### config.mk
export PLATFORM = sky130hd
export DESIGN_NAME = io_soc
export DESIGN_NICKNAME = d
export VERILOG_FILES = /design/src/hdl/io_pkg.sv /design/src/hdl/io_decode.sv /design/src/hdl/io_soc.sv /design/src/hdl/periph_div.sv /design/src/hdl/periph_dpram.sv /design/src/hdl/periph_mult.sv /design/src/hdl/periph_uart.sv
export SDC_FILE = /design/constraint.sdc
export NUM_CORES = 2
export LEC_CHECK = 0
export BUFFER_PORTS_ARGS = -buffer_cell sky130_fd_sc_hd__buf_2
export CORE_MARGIN = 5
export CORE_UTILIZATION = 45
export DETAILED_ROUTE_END_ITERATION = 7
export MAX_ROUTING_LAYER = met4
export PLACE_DENSITY_LB_ADDON = 0.08
export SYNTH_ARGS = -nofsm -noshare
export SYNTH_HDL_FRONTEND = slang
export SYNTH_SLANG_ARGS = --single-unit
### constraint.sdc
create_clock -name sys_clk_i -period 6.1 [get_ports sys_clk_i]
set_input_delay 1.22 -clock sys_clk_i [delete_from_list [all_inputs] [get_ports sys_clk_i]]
set_output_delay 1.22 -clock sys_clk_i [all_outputs]
set_load 0.02 [all_outputs]
### src/hdl/io_pkg.sv
package io_pkg;

  // bus word and address
  typedef logic [15:0] io_word_t;
  typedef logic [15:0] io_addr_t;

  // register offset within a page, address bits 3..0
  typedef logic [3:0]  reg_off_t;

  // page numbers, upper address byte
  localparam logic [7:0] PAGE_MULT = 8'h67;
  localparam logic [7:0] PAGE_DIV  = 8'h68;
  localparam logic [7:0] PAGE_UART = 8'h69;
  localparam logic [7:0] PAGE_RAM  = 8'h70;

  // multiplier and divider registers
  localparam reg_off_t OFF_OP_A   = 4'd0; // operand a or dividend
  localparam reg_off_t OFF_OP_B   = 4'd1; // operand b or divisor
  localparam reg_off_t OFF_START  = 4'd2; // any write starts
  localparam reg_off_t OFF_STATUS = 4'd3; // bit 0 busy
  localparam reg_off_t OFF_RES_LO = 4'd4; // product low or quotient
  localparam reg_off_t OFF_RES_HI = 4'd5; // product high or remainder

  // uart registers
  localparam reg_off_t OFF_TX_DATA = 4'd0; // low byte is sent
  localparam reg_off_t OFF_TX_STAT = 4'd1; // bit 0 busy

  // read value when no page matches
  localparam io_word_t UNMAPPED_RDATA = 16'h0666;

endpackage

### src/hdl/io_decode.sv
`timescale 1ns/1ps

module io_decode
  import io_pkg::*;
(
  input  logic       sys_clk_i,
  input  logic       rst_i,
  input  logic [7:0] io_page_i,
  input  logic       io_rd_i,
  output logic       cs_mult_o,
  output logic       cs_div_o,
  output logic       cs_uart_o,
  output logic       cs_ram_o,
  input  io_word_t   mult_rdata_i,
  input  io_word_t   div_rdata_i,
  input  io_word_t   uart_rdata_i,
  input  io_word_t   ram_rdata_i,
  output io_word_t   io_din_o
);

  logic [3:0] cs_vec;
  logic [3:0] rd_sel_q; // page hit by the last read, one-hot

  // chip selects straight from the page byte
  always_comb
  begin
    case (io_page_i)
      PAGE_MULT: cs_vec = 4'b0001;
      PAGE_DIV:  cs_vec = 4'b0010;
      PAGE_UART: cs_vec = 4'b0100;
      PAGE_RAM:  cs_vec = 4'b1000;
      default:   cs_vec = 4'b0000;
    endcase
  end

  assign cs_mult_o = cs_vec[0];
  assign cs_div_o  = cs_vec[1];
  assign cs_uart_o = cs_vec[2];
  assign cs_ram_o  = cs_vec[3];

  // remember the page on the same edge the peripherals register their data
  always_ff @(posedge sys_clk_i)
  begin
    if (rst_i)
      rd_sel_q <= 4'b0000; // reads as unmapped until the first read
    else if (io_rd_i)
      rd_sel_q <= cs_vec;
  end

  always_comb
  begin
    case (rd_sel_q)
      4'b0001: io_din_o = mult_rdata_i;
      4'b0010: io_din_o = div_rdata_i;
      4'b0100: io_din_o = uart_rdata_i;
      4'b1000: io_din_o = ram_rdata_i;
      default: io_din_o = UNMAPPED_RDATA;
    endcase
  end

endmodule

### src/hdl/io_soc.sv
`timescale 1ns/1ps

module io_soc
  import io_pkg::*;
#(
  parameter int CLKS_PER_BIT = 16,
  parameter int RAM_ADDR_W   = 8
)
(
  input  logic     sys_clk_i,
  input  logic     rst_i,
  input  io_addr_t io_addr_i,
  input  io_word_t io_dout_i,
  input  logic     io_rd_i,
  input  logic     io_wr_i,
  output io_word_t io_din_o,
  output logic     uart_tx_o
);

  logic     cs_mult;
  logic     cs_div;
  logic     cs_uart;
  logic     cs_ram;
  io_word_t mult_rdata;
  io_word_t div_rdata;
  io_word_t uart_rdata;
  io_word_t ram_rdata;

  io_decode u_decode (
    .sys_clk_i    (sys_clk_i),
    .rst_i        (rst_i),
    .io_page_i    (io_addr_i[15:8]), // page byte
    .io_rd_i      (io_rd_i),
    .cs_mult_o    (cs_mult),
    .cs_div_o     (cs_div),
    .cs_uart_o    (cs_uart),
    .cs_ram_o     (cs_ram),
    .mult_rdata_i (mult_rdata),
    .div_rdata_i  (div_rdata),
    .uart_rdata_i (uart_rdata),
    .ram_rdata_i  (ram_rdata),
    .io_din_o     (io_din_o)
  );

  periph_mult u_mult (
    .sys_clk_i (sys_clk_i),
    .rst_i     (rst_i),
    .cs_i      (cs_mult),
    .rd_i      (io_rd_i),
    .wr_i      (io_wr_i),
    .addr_i    (io_addr_i[3:0]),
    .wdata_i   (io_dout_i),
    .rdata_o   (mult_rdata)
  );

  periph_div u_div (
    .sys_clk_i (sys_clk_i),
    .rst_i     (rst_i),
    .cs_i      (cs_div),
    .rd_i      (io_rd_i),
    .wr_i      (io_wr_i),
    .addr_i    (io_addr_i[3:0]),
    .wdata_i   (io_dout_i),
    .rdata_o   (div_rdata)
  );

  periph_uart #(
    .CLKS_PER_BIT (CLKS_PER_BIT)
  ) u_uart (
    .sys_clk_i (sys_clk_i),
    .rst_i     (rst_i),
    .cs_i      (cs_uart),
    .rd_i      (io_rd_i),
    .wr_i      (io_wr_i),
    .addr_i    (io_addr_i[3:0]),
    .wdata_i   (io_dout_i),
    .rdata_o   (uart_rdata),
    .uart_tx_o (uart_tx_o)
  );

  periph_dpram #(
    .RAM_ADDR_W (RAM_ADDR_W)
  ) u_dpram (
    .sys_clk_i (sys_clk_i),
    .cs_i      (cs_ram),
    .rd_i      (io_rd_i),
    .wr_i      (io_wr_i),
    .addr_i    (io_addr_i[RAM_ADDR_W-1:0]), // word address within the page
    .wdata_i   (io_dout_i),
    .rdata_o   (ram_rdata)
  );

endmodule

### src/hdl/periph_div.sv
`timescale 1ns/1ps

module periph_div
  import io_pkg::*;
(
  input  logic     sys_clk_i,
  input  logic     rst_i,
  input  logic     cs_i,
  input  logic     rd_i,
  input  logic     wr_i,
  input  reg_off_t addr_i,
  input  io_word_t wdata_i,
  output io_word_t rdata_o
);

  io_word_t    dividend_q;
  io_word_t    divisor_q;
  io_word_t    dvsr_run_q; // divisor held for the whole run
  io_word_t    quo_q;      // dividend bits shift out, quotient bits shift in
  io_word_t    rem_q;      // partial remainder
  logic [3:0]  bit_cnt_q;
  logic        busy_q;
  logic        wr_en;
  logic        start;
  logic [16:0] shifted;    // remainder with next dividend bit appended
  logic [17:0] trial;      // trial subtract, bit 17 is the sign

  assign wr_en   = cs_i & wr_i;
  assign start   = wr_en && (addr_i == OFF_START) && !busy_q;
  assign shifted = {rem_q, quo_q[15]};
  assign trial   = {1'b0, shifted} - {2'b00, dvsr_run_q};

  always_ff @(posedge sys_clk_i)
  begin
    if (rst_i)
    begin
      dividend_q <= '0;
      divisor_q  <= '0;
      quo_q      <= '0;
      rem_q      <= '0;
      bit_cnt_q  <= '0;
      busy_q     <= 1'b0;
    end
    else
    begin
      if (wr_en && addr_i == OFF_OP_A)
        dividend_q <= wdata_i;
      if (wr_en && addr_i == OFF_OP_B)
        divisor_q <= wdata_i;
      if (start)
      begin
        quo_q     <= dividend_q;
        rem_q     <= '0;
        bit_cnt_q <= '0;
        busy_q    <= 1'b1;
      end
      else if (busy_q)
      begin
        if (!trial[17])
        begin
          rem_q <= trial[15:0]; // subtract fits, keep it
          quo_q <= {quo_q[14:0], 1'b1};
        end
        else
        begin
          rem_q <= shifted[15:0]; // restore
          quo_q <= {quo_q[14:0], 1'b0};
        end
        bit_cnt_q <= bit_cnt_q + 4'd1;
        if (bit_cnt_q == 4'd15)
          busy_q <= 1'b0;
      end
    end
  end

  always_ff @(posedge sys_clk_i)
  begin
    if (start)
      dvsr_run_q <= divisor_q;
  end

  // zero divisor never goes negative, so quotient ends all ones
  always_ff @(posedge sys_clk_i)
  begin
    if (cs_i && rd_i)
    begin
      case (addr_i)
        OFF_OP_A:   rdata_o <= dividend_q;
        OFF_OP_B:   rdata_o <= divisor_q;
        OFF_STATUS: rdata_o <= {15'd0, busy_q};
        OFF_RES_LO: rdata_o <= quo_q;
        OFF_RES_HI: rdata_o <= rem_q;
        default:    rdata_o <= '0;
      endcase
    end
  end

endmodule

### src/hdl/periph_dpram.sv
`timescale 1ns/1ps

module periph_dpram
  import io_pkg::*;
#(
  parameter int RAM_ADDR_W = 8
)
(
  input  logic                  sys_clk_i,
  input  logic                  cs_i,
  input  logic                  rd_i,
  input  logic                  wr_i,
  input  logic [RAM_ADDR_W-1:0] addr_i,
  input  io_word_t              wdata_i,
  output io_word_t              rdata_o
);

  io_word_t mem [2**RAM_ADDR_W]; // contents survive reset

  always_ff @(posedge sys_clk_i)
  begin
    if (cs_i && wr_i)
      mem[addr_i] <= wdata_i;
  end

  // registered read port
  always_ff @(posedge sys_clk_i)
  begin
    if (cs_i && rd_i)
      rdata_o <= mem[addr_i];
  end

endmodule

### src/hdl/periph_mult.sv
`timescale 1ns/1ps

module periph_mult
  import io_pkg::*;
(
  input  logic     sys_clk_i,
  input  logic     rst_i,
  input  logic     cs_i,
  input  logic     rd_i,
  input  logic     wr_i,
  input  reg_off_t addr_i,
  input  io_word_t wdata_i,
  output io_word_t rdata_o
);

  io_word_t    op_a_q;
  io_word_t    op_b_q;
  io_word_t    mcand_q;   // multiplicand held for the whole run
  logic [31:0] prod_q;    // upper half accumulates, lower half shifts out multiplier
  logic [3:0]  bit_cnt_q;
  logic        busy_q;
  logic        wr_en;
  logic        start;
  logic [16:0] partial;   // upper half plus multiplicand, with carry

  assign wr_en   = cs_i & wr_i;
  assign start   = wr_en && (addr_i == OFF_START) && !busy_q; // ignored while busy
  assign partial = {1'b0, prod_q[31:16]} + (prod_q[0] ? {1'b0, mcand_q} : 17'd0);

  always_ff @(posedge sys_clk_i)
  begin
    if (rst_i)
    begin
      op_a_q    <= '0;
      op_b_q    <= '0;
      prod_q    <= '0;
      bit_cnt_q <= '0;
      busy_q    <= 1'b0;
    end
    else
    begin
      if (wr_en && addr_i == OFF_OP_A)
        op_a_q <= wdata_i;
      if (wr_en && addr_i == OFF_OP_B)
        op_b_q <= wdata_i;
      if (start)
      begin
        prod_q    <= {16'h0000, op_b_q};
        bit_cnt_q <= '0;
        busy_q    <= 1'b1;
      end
      else if (busy_q)
      begin
        prod_q    <= {partial, prod_q[15:1]}; // one multiplier bit per clock
        bit_cnt_q <= bit_cnt_q + 4'd1;
        if (bit_cnt_q == 4'd15)
          busy_q <= 1'b0;
      end
    end
  end

  always_ff @(posedge sys_clk_i)
  begin
    if (start)
      mcand_q <= op_a_q;
  end

  always_ff @(posedge sys_clk_i)
  begin
    if (cs_i && rd_i)
    begin
      case (addr_i)
        OFF_OP_A:   rdata_o <= op_a_q;
        OFF_OP_B:   rdata_o <= op_b_q;
        OFF_STATUS: rdata_o <= {15'd0, busy_q};
        OFF_RES_LO: rdata_o <= prod_q[15:0];
        OFF_RES_HI: rdata_o <= prod_q[31:16];
        default:    rdata_o <= '0;
      endcase
    end
  end

endmodule

### src/hdl/periph_uart.sv
`timescale 1ns/1ps

module periph_uart
  import io_pkg::*;
#(
  parameter int CLKS_PER_BIT = 16
)
(
  input  logic     sys_clk_i,
  input  logic     rst_i,
  input  logic     cs_i,
  input  logic     rd_i,
  input  logic     wr_i,
  input  reg_off_t addr_i,
  input  io_word_t wdata_i,
  output io_word_t rdata_o,
  output logic     uart_tx_o
);

  localparam int CNT_W = (CLKS_PER_BIT > 1) ? $clog2(CLKS_PER_BIT) : 1;

  typedef enum logic [1:0] {
    ST_IDLE,
    ST_START,
    ST_DATA,
    ST_STOP
  } uart_state_t;

  uart_state_t      state_q;
  logic [CNT_W-1:0] baud_cnt_q;
  logic [2:0]       bit_idx_q;
  logic [7:0]       shift_q;   // byte being sent, lsb first
  logic             tx_q;
  logic             busy;
  logic             bit_done;

  assign busy      = (state_q != ST_IDLE);
  assign bit_done  = (baud_cnt_q == CNT_W'(CLKS_PER_BIT - 1));
  assign uart_tx_o = tx_q;

  always_ff @(posedge sys_clk_i)
  begin
    if (rst_i)
    begin
      state_q    <= ST_IDLE;
      baud_cnt_q <= '0;
      bit_idx_q  <= '0;
      shift_q    <= '0;
      tx_q       <= 1'b1; // line idles high
    end
    else
    begin
      baud_cnt_q <= bit_done ? '0 : baud_cnt_q + CNT_W'(1);
      case (state_q)
        ST_IDLE:
        begin
          baud_cnt_q <= '0;
          if (cs_i && wr_i && addr_i == OFF_TX_DATA)
          begin
            shift_q <= wdata_i[7:0];
            tx_q    <= 1'b0; // start bit
            state_q <= ST_START;
          end
        end
        ST_START:
          if (bit_done)
          begin
            tx_q      <= shift_q[0];
            bit_idx_q <= '0;
            state_q   <= ST_DATA;
          end
        ST_DATA:
          if (bit_done)
          begin
            if (bit_idx_q == 3'd7)
            begin
              tx_q    <= 1'b1; // stop bit
              state_q <= ST_STOP;
            end
            else
            begin
              tx_q      <= shift_q[1];
              shift_q   <= {1'b0, shift_q[7:1]};
              bit_idx_q <= bit_idx_q + 3'd1;
            end
          end
        default:
          if (bit_done)
            state_q <= ST_IDLE;
      endcase
    end
  end

  always_ff @(posedge sys_clk_i)
  begin
    if (cs_i && rd_i)
      rdata_o <= (addr_i == OFF_TX_STAT) ? {15'd0, busy} : '0;
  end

endmodule

==> flow_metrics.tcl <==
set metrics [dict create \
    status "finished, final reports clean" \
    clk_pin_slew_ps 60 \
    clock_latency_ps 1000 \
    core_area_um2 372000 \
    wire_per_inst_um 35.5 \
    synth_xor_area_share_pct 0.125 \
    mostFrequentLayoutCells "edfxtp_1, mux4_2, buf_4, clkbuf_16, nand2_1" \
    tns_ps 0 \
    ys_ff_latch 4337 \
    wl_um 481000 \
    cts_resized 0 \
    ant_nets 0 \
    die_area_um2 386000 \
    finish.instance_area_um2 193000 \
    startpoint_type "input port" \
    end_kind "flop" \
    layout_min_cycle_time_ps 4360 \
    worst_hold_slack_ps 452 \
    worst_pin_slew_ps 1320 \
    cp.arrival_ps 5070 \
    final_nets 8233 \
    required_ps 6810 \
    vias 83000 \
    synthAdderAreaFrac_pct 0.329 \
    path_max_fanout 43 \
    ys.flop_type "edfxtp_1" \
    post_dp_cell_area_um2 178000 \
    grt_first_pass_wirelength_um 670000 \
    num_rows 224 \
    synth_mux_area_share_pct 17.6 \
    setup-violations-final 0 \
    synth_area_per_cell_um2 22.3 \
    cts_sinks 4337 \
    hp-class "reg2reg" \
    fin_worst_skew_ps 44.3 \
    yosysUniqueCellTypes 73 \
    crit_type "in2reg" \
    ys_async_sr_fraction_pct 0 \
    postSynthCellCount 7542 \
    port_buffers 52 \
    ys_seq_area_share_pct 76.5 \
    grt_pass1_vias 82900 \
    track_usage_pct 25.3 \
    synth_edf_count 4177 \
    slew_violations 0 \
    synth_compound_area_share_pct 1.78 \
    period_share_pct 71.5 \
    fmax_ghz 0.229 \
    drc 0 \
    slew_headroom_pct 11.8 \
    final_common_cell "edfxtp_1" \
    antenna_found_initial 30 \
    p_per_area_nw_per_um2 327 \
    total_power_mw 63.0 \
    grt_max_degree 189 \
    postCtsSetupBuffers 0 \
    io_pins 53 \
    p_leak_nw 60.3 \
    via_per_inst 6.13 \
    rsz0062_at_grt "false" \
    mappedNetlistArea_um2 168000 \
    dpl.hpwl_um 280000 \
    drv_cap 0 \
    cts_root_buffer "clkbuf_16" \
    hold_viol_final 0 \
    final_cells 13500 \
    ys_warn_count 0 \
    drive_gt1_share_pct 32.2 \
    die_h_um 621 \
    drt_iter0_markers 9668 \
    synthSimpleGateAreaFrac_pct 2.29 \
    syn-num-nets 7621 \
    clockBufferDepth 4 \
    drt_pass1_iterations 7 \
    htree_levels 5 \
    start_util_pct 45.2 \
    place.gp.congestion 0.838 \
    area_delta_synth_final_pct 14.7 \
    die_w_um 621 \
    dp_cells 12700 \
    cts-hold-fix-buffers 0 \
    vdd_drop_max_v 0.000261 \
    synth_top_family_by_area "multiplexers" \
    cts_tree "done" \
    grt_overflow_total 0 \
    cts_buffers 456 \
]
-- area by class of cell --
class,count,area [µm²]
Sequential cell,4337,129000
Clock buffer,546,11900
Fill cell,29300,179000
Clock inverter,291,2780
Multi-Input combinational cell,2742,37800
Timing Repair Buffer,577,5200
Tap cell,4972,6220
Antenna cell,25,62.6
Inverter,40,150
-- sequential cells by signal, summed over array words and instances, names as in the netlist, 2 cells and up --
register           flops
u_div.divisor_q       16
u_mult.op_b_q         16
u_uart.bit_idx_q       3
u_div.rem_q           16
u_div.dividend_q      16
u_mult.rdata_o        16
u_div.bit_cnt_q        4
u_uart.shift_q         8
u_div.rdata_o         16
u_dpram.rdata_o       16
u_uart.baud_cnt_q      4
u_div.dvsr_run_q      16
u_div.quo_q           16
u_mult.prod_q         32
u_dpram.mem         4096
u_uart.state_q         2
u_mult.mcand_q        16
u_decode.rd_sel_q      4
u_mult.bit_cnt_q       4
u_mult.op_a_q         16
-- final timing paths --
path         depth (start not counted)  slack (ps)              endpoint                 start
min reg2reg                          1         450  u_uart.baud_cnt_q[0]  u_uart.baud_cnt_q[0]
max reg2reg                          7        2820    u_dpram.rdata_o[6]     u_dpram.mem[7][6]
max                                  8        1740    u_dpram.rdata_o[6]          io_addr_i[0]
min                                  1         450  u_uart.baud_cnt_q[0]  u_uart.baud_cnt_q[0]
-- critical path, stage by stage --
cell and delay (ps):
buf_12 420, buf_4 610, buf_4 460, mux4_2 590, mux4_2 470, nand3_1 110
nand4_1 510, or3_1 560
-- metrics by stage --
stage	setup slack [ps]	utilization (%)
2_1_floorplan	1500	-
3_3_place_gp	358	47.8
3_5_place_dp	641	47.8
4_1_cts	1710	51.8
5_1_grt	1570	51.8
6_report	1740	51.8
-- cells by family (layout without fill, tap and decap cells) --
| kind of cell | count (synthesis) | count (layout) |
|---|---|---|
| adders and majority gates | 43 | 43 |
| and+or+nand+nor | 882 | 882 |
| AOI/OAI and AO/OA | 440 | 440 |
| buffers and inverters | 463 | 1454 |
| DFF | 4337 | 4337 |
| other | 0 | 25 |
| xor gates and xnor gates | 24 | 24 |
| muxes | 1353 | 1353 |
-- where the power goes --
part	internal (mW)	switching [mW]	total, mW
logic	1.08	1.83	2.91
registers	32.6	0.00942	32.6
clock network	15.9	11.5	27.4
total	49.6	13.4	63.0
-- per-layer routing --
metal / GRT usage, % / vias up / wire (µm) / part of all wire [%]
li1: - / 33200 / - / -
met2: 39.9 / 3312 / 233000 / 49
met5: - / - / 0 / 0
met1: 35.3 / 45800 / 201000 / 42
met4: 6.38 / 0 / 13300 / 2.8
met3: 3.55 / 649 / 33000 / 6.9
-- cells in the mapped netlist, drive strengths merged (4+ instances only) --
library cell / instances / area (µm²)
or3: 10 / 62.6
a22oi: 119 / 893
o21a: 5 / 37.5
o31ai: 4 / 30.0
ha: 41 / 513
nor3b: 5 / 37.5
a32oi: 9 / 78.8
nand2b: 12 / 75.1
o22ai: 11 / 68.8
xor2: 9 / 78.8
a211oi: 27 / 203
a21o: 7 / 52.6
nor2b: 16 / 100
a21oi: 131 / 656
mux4: 1276 / 28700
nand3b: 6 / 45.0
nor4: 5 / 37.5
edfxtp: 4177 / 125000
nand3: 86 / 430
or4: 6 / 45.0
a221oi: 15 / 131
inv: 40 / 150
nor3: 26 / 130
xnor2: 15 / 131
a222oi: 9 / 90.1
a22o: 13 / 114
o211ai: 11 / 82.6
nor4b: 4 / 41.3
or2: 7 / 43.8
and3: 11 / 68.8
a311oi: 9 / 78.8
nand4: 20 / 125
mux2: 11 / 124
mux2i: 66 / 661
a31oi: 11 / 68.8
and2: 26 / 163
buf: 219 / 1380
o21ai: 32 / 160
nor2: 382 / 1440
nand2: 253 / 950
dfxtp: 160 / 3200
clkbuf: 204 / 766
Power figures use the tool's default switching activity.
